<file path="config.mk">
export PLATFORM = sky130hd
export DESIGN_NAME = vector_control_unit
export DESIGN_NICKNAME = d
export VERILOG_FILES = /design/src/rtl/vdec_pkg.sv /design/src/rtl/vec_arith_decode.sv /design/src/rtl/vec_ctrl_combine.sv /design/src/rtl/vec_memcfg_decode.sv /design/src/rtl/vector_control_unit.sv
export SDC_FILE = /design/constraint.sdc
export NUM_CORES = 1
export LEC_CHECK = 0
export BUFFER_PORTS_ARGS = -buffer_cell sky130_fd_sc_hd__clkbuf_2
export CORE_MARGIN = 5
export CORE_UTILIZATION = 55
export CTS_CLUSTER_DIAMETER = 150
export DETAILED_ROUTE_END_ITERATION = 8
export PLACE_DENSITY = 0.95
export SLEW_MARGIN = 20
export SYNTH_ARGS = -nofsm -noshare
export SYNTH_HDL_FRONTEND = slang
export SYNTH_SLANG_ARGS = --single-unit
export TNS_END_PERCENT = 50
</file>
<file path="constraint.sdc">
create_clock -name CLK -period 1.2 [get_ports CLK]
set_input_delay 0.24 -clock CLK [delete_from_list [all_inputs] [get_ports CLK]]
set_output_delay 0.24 -clock CLK [all_outputs]
set_load 0.05 [all_outputs]
</file>
<file path="src/rtl/vdec_pkg.sv">
/*
 * Vector decode package.
 * Opcodes, funct3/funct6 codes, decoded-op and control encodings,
 * and the instruction word union shared by the decode stage.
 */
package vdec_pkg;

  localparam int VLEN_REG_W = 5;

  typedef enum logic [6:0] {
    VECTOR   = 7'b1010111,
    LOAD_FP  = 7'b0000111,
    STORE_FP = 7'b0100111
  } opcode_e;

  typedef enum logic [2:0] {
    OPIVV = 3'b000,
    OPMVV = 3'b010,
    OPIVI = 3'b011,
    OPIVX = 3'b100,
    OPMVX = 3'b110,
    OPCFG = 3'b111
  } vfunct3_e;

  // one code per supported op
  typedef enum logic [5:0] {
    OP_VADD, OP_VSUB, OP_VRSUB,
    OP_VMINU, OP_VMIN, OP_VMAXU, OP_VMAX,
    OP_VAND, OP_VOR, OP_VXOR,
    OP_VMSEQ, OP_VMSNE, OP_VMSLTU, OP_VMSLT,
    OP_VSLL, OP_VSRL, OP_VSRA,
    OP_VREDSUM, OP_VREDAND, OP_VREDOR, OP_VREDXOR,
    OP_VREDMINU, OP_VREDMIN, OP_VREDMAXU, OP_VREDMAX,
    OP_VDIVU, OP_VDIV, OP_VREMU, OP_VREM,
    OP_VMULHU, OP_VMUL, OP_VMULHSU, OP_VMULH,
    BAD_OP
  } vop_e;

  typedef enum logic [1:0] {NOT_CFG, VSETVLI, VSETIVLI, VSETVL} cfgsel_e;

  typedef enum logic [1:0] {
    MOP_UNIT    = 2'b00,
    MOP_STRIDED = 2'b10
  } mop_e;

  typedef enum logic [2:0] {
    W8  = 3'b000,
    W16 = 3'b101,
    W32 = 3'b110,
    W64 = 3'b111
  } mem_width_e;

  typedef enum logic [2:0] {
    FU_NONE, FU_ARITH, FU_RED, FU_MUL, FU_DIV, FU_LOAD, FU_STORE
  } fu_e;

  typedef enum logic [3:0] {
    ALU_ADD, ALU_SUB, ALU_RSUB, ALU_AND, ALU_OR, ALU_XOR,
    ALU_MM, ALU_COMP, ALU_SLL, ALU_SRL, ALU_SRA, ALU_NONE
  } valu_op_e;

  typedef enum logic [1:0] {SRC_V, SRC_X, SRC_I} src_type_e;

  // OPI funct6
  localparam logic [5:0] F6_VADD   = 6'b000000;
  localparam logic [5:0] F6_VSUB   = 6'b000010;
  localparam logic [5:0] F6_VRSUB  = 6'b000011;
  localparam logic [5:0] F6_VMINU  = 6'b000100;
  localparam logic [5:0] F6_VMIN   = 6'b000101;
  localparam logic [5:0] F6_VMAXU  = 6'b000110;
  localparam logic [5:0] F6_VMAX   = 6'b000111;
  localparam logic [5:0] F6_VAND   = 6'b001001;
  localparam logic [5:0] F6_VOR    = 6'b001010;
  localparam logic [5:0] F6_VXOR   = 6'b001011;
  localparam logic [5:0] F6_VMSEQ  = 6'b011000;
  localparam logic [5:0] F6_VMSNE  = 6'b011001;
  localparam logic [5:0] F6_VMSLTU = 6'b011010;
  localparam logic [5:0] F6_VMSLT  = 6'b011011;
  localparam logic [5:0] F6_VSLL   = 6'b100101;
  localparam logic [5:0] F6_VSRL   = 6'b101000;
  localparam logic [5:0] F6_VSRA   = 6'b101001;

  // OPM funct6
  localparam logic [5:0] F6_VREDSUM  = 6'b000000;
  localparam logic [5:0] F6_VREDAND  = 6'b000001;
  localparam logic [5:0] F6_VREDOR   = 6'b000010;
  localparam logic [5:0] F6_VREDXOR  = 6'b000011;
  localparam logic [5:0] F6_VREDMINU = 6'b000100;
  localparam logic [5:0] F6_VREDMIN  = 6'b000101;
  localparam logic [5:0] F6_VREDMAXU = 6'b000110;
  localparam logic [5:0] F6_VREDMAX  = 6'b000111;
  localparam logic [5:0] F6_VDIVU    = 6'b100000;
  localparam logic [5:0] F6_VDIV     = 6'b100001;
  localparam logic [5:0] F6_VREMU    = 6'b100010;
  localparam logic [5:0] F6_VREM     = 6'b100011;
  localparam logic [5:0] F6_VMULHU   = 6'b100100;
  localparam logic [5:0] F6_VMUL     = 6'b100101;
  localparam logic [5:0] F6_VMULHSU  = 6'b100110;
  localparam logic [5:0] F6_VMULH    = 6'b100111;

  // same 32 bits, seen as an arithmetic or a load/store word
  typedef union packed {
    struct packed {
      logic [5:0]            funct6;
      logic                  vm;
      logic [VLEN_REG_W-1:0] vs2;
      logic [VLEN_REG_W-1:0] vs1;
      logic [2:0]            funct3;
      logic [VLEN_REG_W-1:0] vd;
      logic [6:0]            opcode;
    } arith;
    struct packed {
      logic [2:0]            nf;
      logic                  mew;
      logic [1:0]            mop;
      logic                  vm;
      logic [4:0]            lumop;
      logic [VLEN_REG_W-1:0] rs1;
      logic [2:0]            width;
      logic [VLEN_REG_W-1:0] vd;
      logic [6:0]            opcode;
    } mem;
  } vinstr_u;

endpackage

</file>
<file path="src/rtl/vec_arith_decode.sv">
/*
 * Arithmetic decoder.
 * Maps OPI and OPM funct6/funct3 pairs onto a decoded op and flags illegal pairs.
 */
module vec_arith_decode (
  input  vdec_pkg::vinstr_u instr,
  output vdec_pkg::vop_e    op,
  output logic              arith_legal
);
  import vdec_pkg::*;

  logic is_vec;
  logic f3_vv;
  logic f3_vx;
  logic f3_vi;
  logic f3_mvv;
  logic f3_mvx;
  logic is_opi;
  logic is_opm;

  assign is_vec = (instr.arith.opcode == VECTOR);
  assign f3_vv  = (instr.arith.funct3 == OPIVV);
  assign f3_vx  = (instr.arith.funct3 == OPIVX);
  assign f3_vi  = (instr.arith.funct3 == OPIVI);
  assign f3_mvv = (instr.arith.funct3 == OPMVV);
  assign f3_mvx = (instr.arith.funct3 == OPMVX);

  assign is_opi = is_vec && (f3_vv || f3_vx || f3_vi);
  assign is_opm = is_vec && (f3_mvv || f3_mvx);

  always_comb begin
    op = BAD_OP;
    if (is_opi) begin
      case (instr.arith.funct6)
        F6_VADD:   if (f3_vv || f3_vx || f3_vi) op = OP_VADD;
        F6_VSUB:   if (f3_vv || f3_vx) op = OP_VSUB;
        F6_VRSUB:  if (f3_vx || f3_vi) op = OP_VRSUB;
        F6_VMINU:  if (f3_vv || f3_vx) op = OP_VMINU;
        F6_VMIN:   if (f3_vv || f3_vx) op = OP_VMIN;
        F6_VMAXU:  if (f3_vv || f3_vx) op = OP_VMAXU;
        F6_VMAX:   if (f3_vv || f3_vx) op = OP_VMAX;
        F6_VAND:   if (f3_vv || f3_vx || f3_vi) op = OP_VAND;
        F6_VOR:    if (f3_vv || f3_vx || f3_vi) op = OP_VOR;
        F6_VXOR:   if (f3_vv || f3_vx || f3_vi) op = OP_VXOR;
        F6_VMSEQ:  if (f3_vv || f3_vx || f3_vi) op = OP_VMSEQ;
        F6_VMSNE:  if (f3_vv || f3_vx || f3_vi) op = OP_VMSNE;
        // no immediate form for the less-than compares
        F6_VMSLTU: if (f3_vv || f3_vx) op = OP_VMSLTU;
        F6_VMSLT:  if (f3_vv || f3_vx) op = OP_VMSLT;
        F6_VSLL:   if (f3_vv || f3_vx || f3_vi) op = OP_VSLL;
        F6_VSRL:   if (f3_vv || f3_vx || f3_vi) op = OP_VSRL;
        F6_VSRA:   if (f3_vv || f3_vx || f3_vi) op = OP_VSRA;
        default:   op = BAD_OP;
      endcase
    end else if (is_opm) begin
      case (instr.arith.funct6)
        // reductions are vector-vector only
        F6_VREDSUM:  if (f3_mvv) op = OP_VREDSUM;
        F6_VREDAND:  if (f3_mvv) op = OP_VREDAND;
        F6_VREDOR:   if (f3_mvv) op = OP_VREDOR;
        F6_VREDXOR:  if (f3_mvv) op = OP_VREDXOR;
        F6_VREDMINU: if (f3_mvv) op = OP_VREDMINU;
        F6_VREDMIN:  if (f3_mvv) op = OP_VREDMIN;
        F6_VREDMAXU: if (f3_mvv) op = OP_VREDMAXU;
        F6_VREDMAX:  if (f3_mvv) op = OP_VREDMAX;
        F6_VDIVU:    op = OP_VDIVU;
        F6_VDIV:     op = OP_VDIV;
        F6_VREMU:    op = OP_VREMU;
        F6_VREM:     op = OP_VREM;
        F6_VMULHU:   op = OP_VMULHU;
        F6_VMUL:     op = OP_VMUL;
        F6_VMULHSU:  op = OP_VMULHSU;
        F6_VMULH:    op = OP_VMULH;
        default:     op = BAD_OP;
      endcase
    end
  end

  assign arith_legal = (op != BAD_OP);

endmodule

</file>
<file path="src/rtl/vec_ctrl_combine.sv">
/*
 * Control combine stage.
 * Merges arithmetic and memory/config decode into unit control and registers it.
 */
module vec_ctrl_combine (
  input  logic                            CLK,
  input  logic                            arst_n,
  input  logic                            instr_valid,
  input  vdec_pkg::vinstr_u               instr,
  input  vdec_pkg::vop_e                  op,
  input  logic                            arith_legal,
  input  logic                            is_load,
  input  logic                            is_store,
  input  logic                            stride,
  input  vdec_pkg::cfgsel_e               cfgsel,
  input  vdec_pkg::src_type_e             scalar_rs1,
  output logic                            ctrl_valid,
  output logic                            illegal_insn,
  output logic                            wen,
  output logic                            rd_scalar,
  output vdec_pkg::fu_e                   fu_type,
  output vdec_pkg::valu_op_e              aluop,
  output vdec_pkg::src_type_e             rs1_type,
  output vdec_pkg::src_type_e             rs2_type,
  output logic                            is_signed,
  output logic                            mul_high,
  output logic                            mem_load,
  output logic                            mem_store,
  output logic [vdec_pkg::VLEN_REG_W-1:0] vd
);
  import vdec_pkg::*;

  logic      cfg_insn;
  logic      vec_insn;
  logic      illegal_d;
  logic      wen_d;
  logic      signed_d;
  logic      mulh_d;
  fu_e       fu_d;
  valu_op_e  aluop_d;
  src_type_e rs1_d;

  assign cfg_insn  = (cfgsel != NOT_CFG);
  assign vec_insn  = (instr.arith.opcode == VECTOR);
  assign illegal_d = !(arith_legal || cfg_insn || is_load || is_store);
  assign wen_d     = is_load || arith_legal;

  always_comb begin
    fu_d = FU_NONE;
    if (is_load) begin
      fu_d = FU_LOAD;
    end else if (is_store) begin
      fu_d = FU_STORE;
    end else if (arith_legal) begin
      case (op)
        OP_VREDSUM, OP_VREDAND, OP_VREDOR, OP_VREDXOR,
        OP_VREDMINU, OP_VREDMIN, OP_VREDMAXU, OP_VREDMAX: fu_d = FU_RED;
        OP_VMULHU, OP_VMUL, OP_VMULHSU, OP_VMULH:         fu_d = FU_MUL;
        OP_VDIVU, OP_VDIV, OP_VREMU, OP_VREM:             fu_d = FU_DIV;
        default:                                          fu_d = FU_ARITH;
      endcase
    end
  end

  // reductions reuse the ALU code of their element op
  always_comb begin
    case (op)
      OP_VADD, OP_VREDSUM:    aluop_d = ALU_ADD;
      OP_VSUB:                aluop_d = ALU_SUB;
      OP_VRSUB:               aluop_d = ALU_RSUB;
      OP_VAND, OP_VREDAND:    aluop_d = ALU_AND;
      OP_VOR, OP_VREDOR:      aluop_d = ALU_OR;
      OP_VXOR, OP_VREDXOR:    aluop_d = ALU_XOR;
      OP_VMINU, OP_VMIN, OP_VMAXU, OP_VMAX,
      OP_VREDMINU, OP_VREDMIN, OP_VREDMAXU, OP_VREDMAX: aluop_d = ALU_MM;
      OP_VMSEQ, OP_VMSNE, OP_VMSLTU, OP_VMSLT:          aluop_d = ALU_COMP;
      OP_VSLL:                aluop_d = ALU_SLL;
      OP_VSRL:                aluop_d = ALU_SRL;
      OP_VSRA:                aluop_d = ALU_SRA;
      default:                aluop_d = ALU_NONE;
    endcase
  end

  always_comb begin
    if (vec_insn && ((instr.arith.funct3 == OPIVX) || (instr.arith.funct3 == OPMVX))) begin
      rs1_d = SRC_X;
    end else if (vec_insn && (instr.arith.funct3 == OPIVI)) begin
      rs1_d = SRC_I;
    end else begin
      rs1_d = scalar_rs1;
    end
  end

  always_comb begin
    case (op)
      OP_VMIN, OP_VMAX, OP_VMSLT, OP_VSRA, OP_VREDMIN, OP_VREDMAX,
      OP_VDIV, OP_VREM, OP_VMULH, OP_VMULHSU: signed_d = 1'b1;
      default:                                signed_d = 1'b0;
    endcase
  end

  assign mulh_d = (op == OP_VMULHU) || (op == OP_VMULHSU) || (op == OP_VMULH);

  // idle cycles present the inactive values
  always_ff @(posedge CLK or negedge arst_n) begin
    if (!arst_n) begin
      ctrl_valid   <= 1'b0;
      illegal_insn <= 1'b0;
      wen          <= 1'b0;
      rd_scalar    <= 1'b0;
      fu_type      <= FU_NONE;
      is_signed    <= 1'b0;
      mul_high     <= 1'b0;
      mem_load     <= 1'b0;
      mem_store    <= 1'b0;
    end else begin
      ctrl_valid   <= instr_valid;
      illegal_insn <= instr_valid && illegal_d;
      wen          <= instr_valid && wen_d;
      rd_scalar    <= instr_valid && cfg_insn;
      fu_type      <= instr_valid ? fu_d : FU_NONE;
      is_signed    <= instr_valid && signed_d;
      mul_high     <= instr_valid && mulh_d;
      mem_load     <= instr_valid && is_load;
      mem_store    <= instr_valid && is_store;
    end
  end

  // operand selects and destination
  always_ff @(posedge CLK) begin
    if (instr_valid) begin
      aluop    <= aluop_d;
      rs1_type <= rs1_d;
      rs2_type <= stride ? SRC_X : SRC_V;
      vd       <= instr.arith.vd;
    end
  end

endmodule

</file>
<file path="src/rtl/vec_memcfg_decode.sv">
/*
 * Load/store and configuration decoder.
 * Recognizes unit-stride and strided accesses and the vsetvl family.
 */
module vec_memcfg_decode #(
  parameter int ELEN = 32
) (
  input  vdec_pkg::vinstr_u   instr,
  output logic                is_load,
  output logic                is_store,
  output logic                stride,
  output vdec_pkg::cfgsel_e   cfgsel,
  output vdec_pkg::src_type_e scalar_rs1
);
  import vdec_pkg::*;

  logic width_ok;
  logic mop_ok;
  logic cfg_insn;

  // 64-bit elements only exist with ELEN 64
  assign width_ok = (instr.mem.width == W8) || (instr.mem.width == W16) ||
                    (instr.mem.width == W32) ||
                    ((ELEN == 64) && (instr.mem.width == W64));

  assign mop_ok = (instr.mem.mop == MOP_UNIT) || (instr.mem.mop == MOP_STRIDED);

  assign is_load  = (instr.mem.opcode == LOAD_FP) && width_ok && mop_ok;
  assign is_store = (instr.mem.opcode == STORE_FP) && width_ok && mop_ok;
  assign stride   = (is_load || is_store) && (instr.mem.mop == MOP_STRIDED);

  assign cfg_insn = (instr.arith.opcode == VECTOR) && (instr.arith.funct3 == OPCFG);

  // top bits of funct6 pick the config flavor
  always_comb begin
    cfgsel = NOT_CFG;
    if (cfg_insn) begin
      if (!instr.arith.funct6[5]) begin
        cfgsel = VSETVLI;
      end else if (instr.arith.funct6[4]) begin
        cfgsel = VSETIVLI;
      end else begin
        cfgsel = VSETVL;
      end
    end
  end

  always_comb begin
    if (is_load || is_store || (cfgsel == VSETVLI) || (cfgsel == VSETVL)) begin
      scalar_rs1 = SRC_X;
    end else if (cfgsel == VSETIVLI) begin
      scalar_rs1 = SRC_I;
    end else begin
      scalar_rs1 = SRC_V;
    end
  end

endmodule

</file>
<file path="src/rtl/vector_control_unit.sv">
/*
 * Vector decode stage top level.
 * Runs the arithmetic and memory/config decoders side by side, one-cycle registered control.
 */
module vector_control_unit #(
  parameter int ELEN = 32
) (
  input  logic                            CLK,
  input  logic                            arst_n,
  input  logic                            instr_valid,
  input  logic [31:0]                     instr,
  output logic                            ctrl_valid,
  output logic                            illegal_insn,
  output logic                            wen,
  output logic                            rd_scalar,
  output vdec_pkg::fu_e                   fu_type,
  output vdec_pkg::valu_op_e              aluop,
  output vdec_pkg::src_type_e             rs1_type,
  output vdec_pkg::src_type_e             rs2_type,
  output logic                            is_signed,
  output logic                            mul_high,
  output logic                            is_load,
  output logic                            is_store,
  output logic [vdec_pkg::VLEN_REG_W-1:0] vd
);
  import vdec_pkg::*;

  vinstr_u   instr_word;
  vop_e      op;
  logic      arith_legal;
  logic      dec_load;
  logic      dec_store;
  logic      stride;
  cfgsel_e   cfgsel;
  src_type_e scalar_rs1;

  assign instr_word = instr;

  vec_arith_decode u_arith (
    .instr       (instr_word),
    .op          (op),
    .arith_legal (arith_legal)
  );

  vec_memcfg_decode #(
    .ELEN (ELEN)
  ) u_memcfg (
    .instr      (instr_word),
    .is_load    (dec_load),
    .is_store   (dec_store),
    .stride     (stride),
    .cfgsel     (cfgsel),
    .scalar_rs1 (scalar_rs1)
  );

  vec_ctrl_combine u_combine (
    .CLK          (CLK),
    .arst_n       (arst_n),
    .instr_valid  (instr_valid),
    .instr        (instr_word),
    .op           (op),
    .arith_legal  (arith_legal),
    .is_load      (dec_load),
    .is_store     (dec_store),
    .stride       (stride),
    .cfgsel       (cfgsel),
    .scalar_rs1   (scalar_rs1),
    .ctrl_valid   (ctrl_valid),
    .illegal_insn (illegal_insn),
    .wen          (wen),
    .rd_scalar    (rd_scalar),
    .fu_type      (fu_type),
    .aluop        (aluop),
    .rs1_type     (rs1_type),
    .rs2_type     (rs2_type),
    .is_signed    (is_signed),
    .mul_high     (mul_high),
    .mem_load     (is_load),
    .mem_store    (is_store),
    .vd           (vd)
  );

endmodule

</file>
==> metrics.yaml <==
initialDrtViolationCount: 581
clockRootBuffer: "clkbuf_4"
antenna_found_initial: 1
final_design_area_no_fill_sq_um: 3220
fraction_of_layout_instances_using_a_drive_strength_above_1_pct: 56.9
synth_area_leader_cell: "edfxtp_1"
power_per_cell_area_nw_per_um2: 619
run_status: "complete, but fails checks"
finish.net_count: 386
post_synth_mux_area_share_pct: 2.32
route.antenna.remaining_nets: 0
syn_inst: 219
synth_cell_type_count: 68
clk_pin_slew_worst_paths_ps: 140
finalCriticalPeriod_ps: 2630
place_hpwl_mm: 5.27
drt-wirelength-per-cell_um: 29.5
yosys_warnings: 0
synth_ff_type: "edfxtp_1"
stdcell_count: 394
most_common_library_cell_in_the_layout_ignoring_fill_and_taps: "buf_4"
via_count_of_the_first_global_routing_pass: 2684
finalHoldViolations: 0
initial_core_util_pct: 56.5
via_per_inst: 7.58
area_delta_synth_final_pct: 71.0
unrepaired_setup_endpoints_after_global_routing: "true"
hold_path_class: "in -> reg"
synth-seq-cells: 23
dominant_combinational_cell_family_by_area_after_synthesis: "simple AND/OR/NAND/NOR gates"
peakVddDrop_mv: 0.423
tritoncts_sinks: 23
synth_area_in_simple_gates_pct: 31.5
critical_path_s_slowest_cell: "nor4_1"
htreeDepth: 1
cap_viol_max_count: 0
yosys.area_share.adder_pct: 1.33
total_leakage_power_nw: 1.42
place.detailed.instances: 368
route.detailed.drc: 0
post_synth.cell_area_avg_sq_um: 8.60
post-route-period-util_pct: 219
worst_ep_required_time_ps: 1480
cts_buffers: 3
synth_nets: 256
detail_route.first_pass.iterations: 6
cts_tree: "built"
finalWorstSetupSlack_ps: -1430
num_antenna_cells: 0
clock_tree.buffer_depth: 2
num_rows: 21
layout.cells.most_common_list: "buf_4 (89), clkbuf_2 (25), nor2_1 (19), edfxtp_1 (12)"
die_width_um: 68.5
endpoint_kind: "register"
worstPathCellList: "clkbuf_4 > buf_8 > buf_4 > buf_4 > nor3_1 > a31oi_1 > nand4_1 > a21o_1 > nor2b_4 > inv_2 > buf_8 > buf_4 > nor4_1 > a31oi_1 > a31oi_1"
final-max-slew-violation-count: 0
setup_viol_count_final: 30
mappedNetlistArea_sq_um: 1880
synth.top_cell.area_share_pct: 19.1
port-buffer-count: 46
wl_mm: 11.6
critPathLaunchType: "input port"
cp_max_fo: 9
timing_worst_setup_path_type: "in -> reg"
grt_pass1_wl_mm: 14.3
worst-endpoint-arrival_ps: 2910
fp.coreArea_sq_um: 3340
detailroute.via_count: 2987
maximum_number_of_pins_on_one_net_before_global_route_repair: 15
asyncSetResetFlopFracSynth_pct: 47.8
ioPinCount: 59
grt_ovf: 0
ys_top_cells_by_area: "edfxtp_1 (19%), dfrtp_1 (15%), nor2_1 (4.8%), a21oi_1 (2.9%), o21ai_0 (2.4%)"
area_fraction_in_compound_gates_after_synthesis_pct: 23.2
finalWeightedCongestion: 0.924
fmaxAchievable_ghz: 0.380
die_area_sq_um: 4700
fin_util_pct: 96.6
slowest_delay_ps: 380
area_after_detailed_placement_sq_um: 2670
failed_checks: "setup timing"
synth_seq_area_share_pct: 33.7
die_y_um: 68.5
synth_xor_xnor_area_share_pct: 1.86
synth-edff-count: 12
gr_util_all_layers_pct: 42.3
[kinds of logic after synthesis]
kind of cell | count (synthesis)
adder cells (fa/ha/maj) | 2
AO/OA/AOI/OAI | 61
XOR/XNOR | 4
multiplexers | 4
AND/OR/NAND/NOR | 100
other | 1
buffers and inverters | 24
flip-flops | 23
[synth_stat cells (all sizes together) (2+ instances only)]
cell and n:
o21ai 9, a211oi 2, mux2 3, or3b 2
dfrtp 11, nand2 11, nand3b 4, clkbuf 9
nand4b 2, or4 3, edfxtp 12, or2 3
and2 4, a21oi 11, nor2 24, inv 6
a31oi 3, nor4bb 2, nor2b 5, o31a 2
xnor2 3, ha 2, a2111oi 2, nor3b 5
o21a 3, nand4 3, or3 2, nor4b 4
o211ai 3, o2111ai 2, a21o 5, buf 9
nor4 5, and3 3, o21bai 4, nand3 2
nand2b 6, a21boi 2, nor3 7
[repair_timing]
action                                  CTS  global route
gates cloned                              0             0
endpoints found under the hold margin    11             0
hold buffers                              1             0
buffers inserted                         16             7
endpoints found under the setup margin   18            30
pin swaps                                24            12
gates resized for setup                  56            46
[sequential cells by signal, summed over array words and instances (netlist names)]
signal and cells:
u_combine.mem_load 1, u_combine.mul_high 1, u_combine.mem_store 1, u_combine.ctrl_valid 1
u_combine.aluop 4, u_combine.fu_type 3, u_combine.rs1_type 2, u_combine.rs2_type 1
u_combine.vd 5, u_combine.rd_scalar 1, u_combine.wen 1, u_combine.is_signed 1
u_combine.illegal_insn 1
[power by group]
part	internal, mW	total, mW	leakage [nW]	switching (mW)
clock	0.131	0.403	0.0150	0.272
combinational	0.271	0.718	1.14	0.447
sequential	0.862	0.874	0.266	0.0121
[layer usage]
| metal | vias up | GRT usage, % | wire length, um |
|---|---|---|---|
| li1 | 1075 | - | - |
| met1 | 1298 | 47.1 | 3320 |
| met2 | 422 | 67.2 | 4790 |
| met3 | 192 | 12.2 | 1970 |
| met4 | 0 | 33.0 | 1540 |
| met5 | - | 0 | 0 |
[stage by stage]
step | worst slack [ps] | TNS (ps) | hold WS, ps | power, mW
floorplan | -1410 | -14760 | -55.6 | 1.17
global placement | -1450 | -16010 | 107 | 1.39
detailed placement | -1610 | -18240 | 120 | 1.42
CTS | -1160 | -11650 | 105 | 1.80
global route | -1470 | -17700 | 37.6 | 2.05
finish | -1430 | -15460 | 62.4 | 2.00
[worst paths after layout]
| kind | startpoint | to | cells after the start | slack (ps) |
|---|---|---|---|---|
| max | instr[31] | u_combine.is_signed | 15 | -1430 |
| min | instr[8] | u_combine.vd[1] | 1 | 60 |
| max in group asynchronous | arst_n | u_combine.fu_type[2] | 2 | 610 |
| min in group asynchronous | arst_n | u_combine.fu_type[0] | 2 | 360 |
[cell type report]
cell class / instances / area, sq um
timing repair buffer: 143 / 1070
inverter: 6 / 27.5
sequential: 23 / 636
clock buffer: 4 / 26.3
fill: 62 / 114
multi-input combinational: 172 / 1400
tap: 46 / 57.6
[worst max-delay path: cells and delay by family]
kind / cells / cell delay [ps]
buf+inv: 7 / 1010
compound gates: 4 / 610
simple gates: 4 / 1040
(Power assumes the default switching activity.)
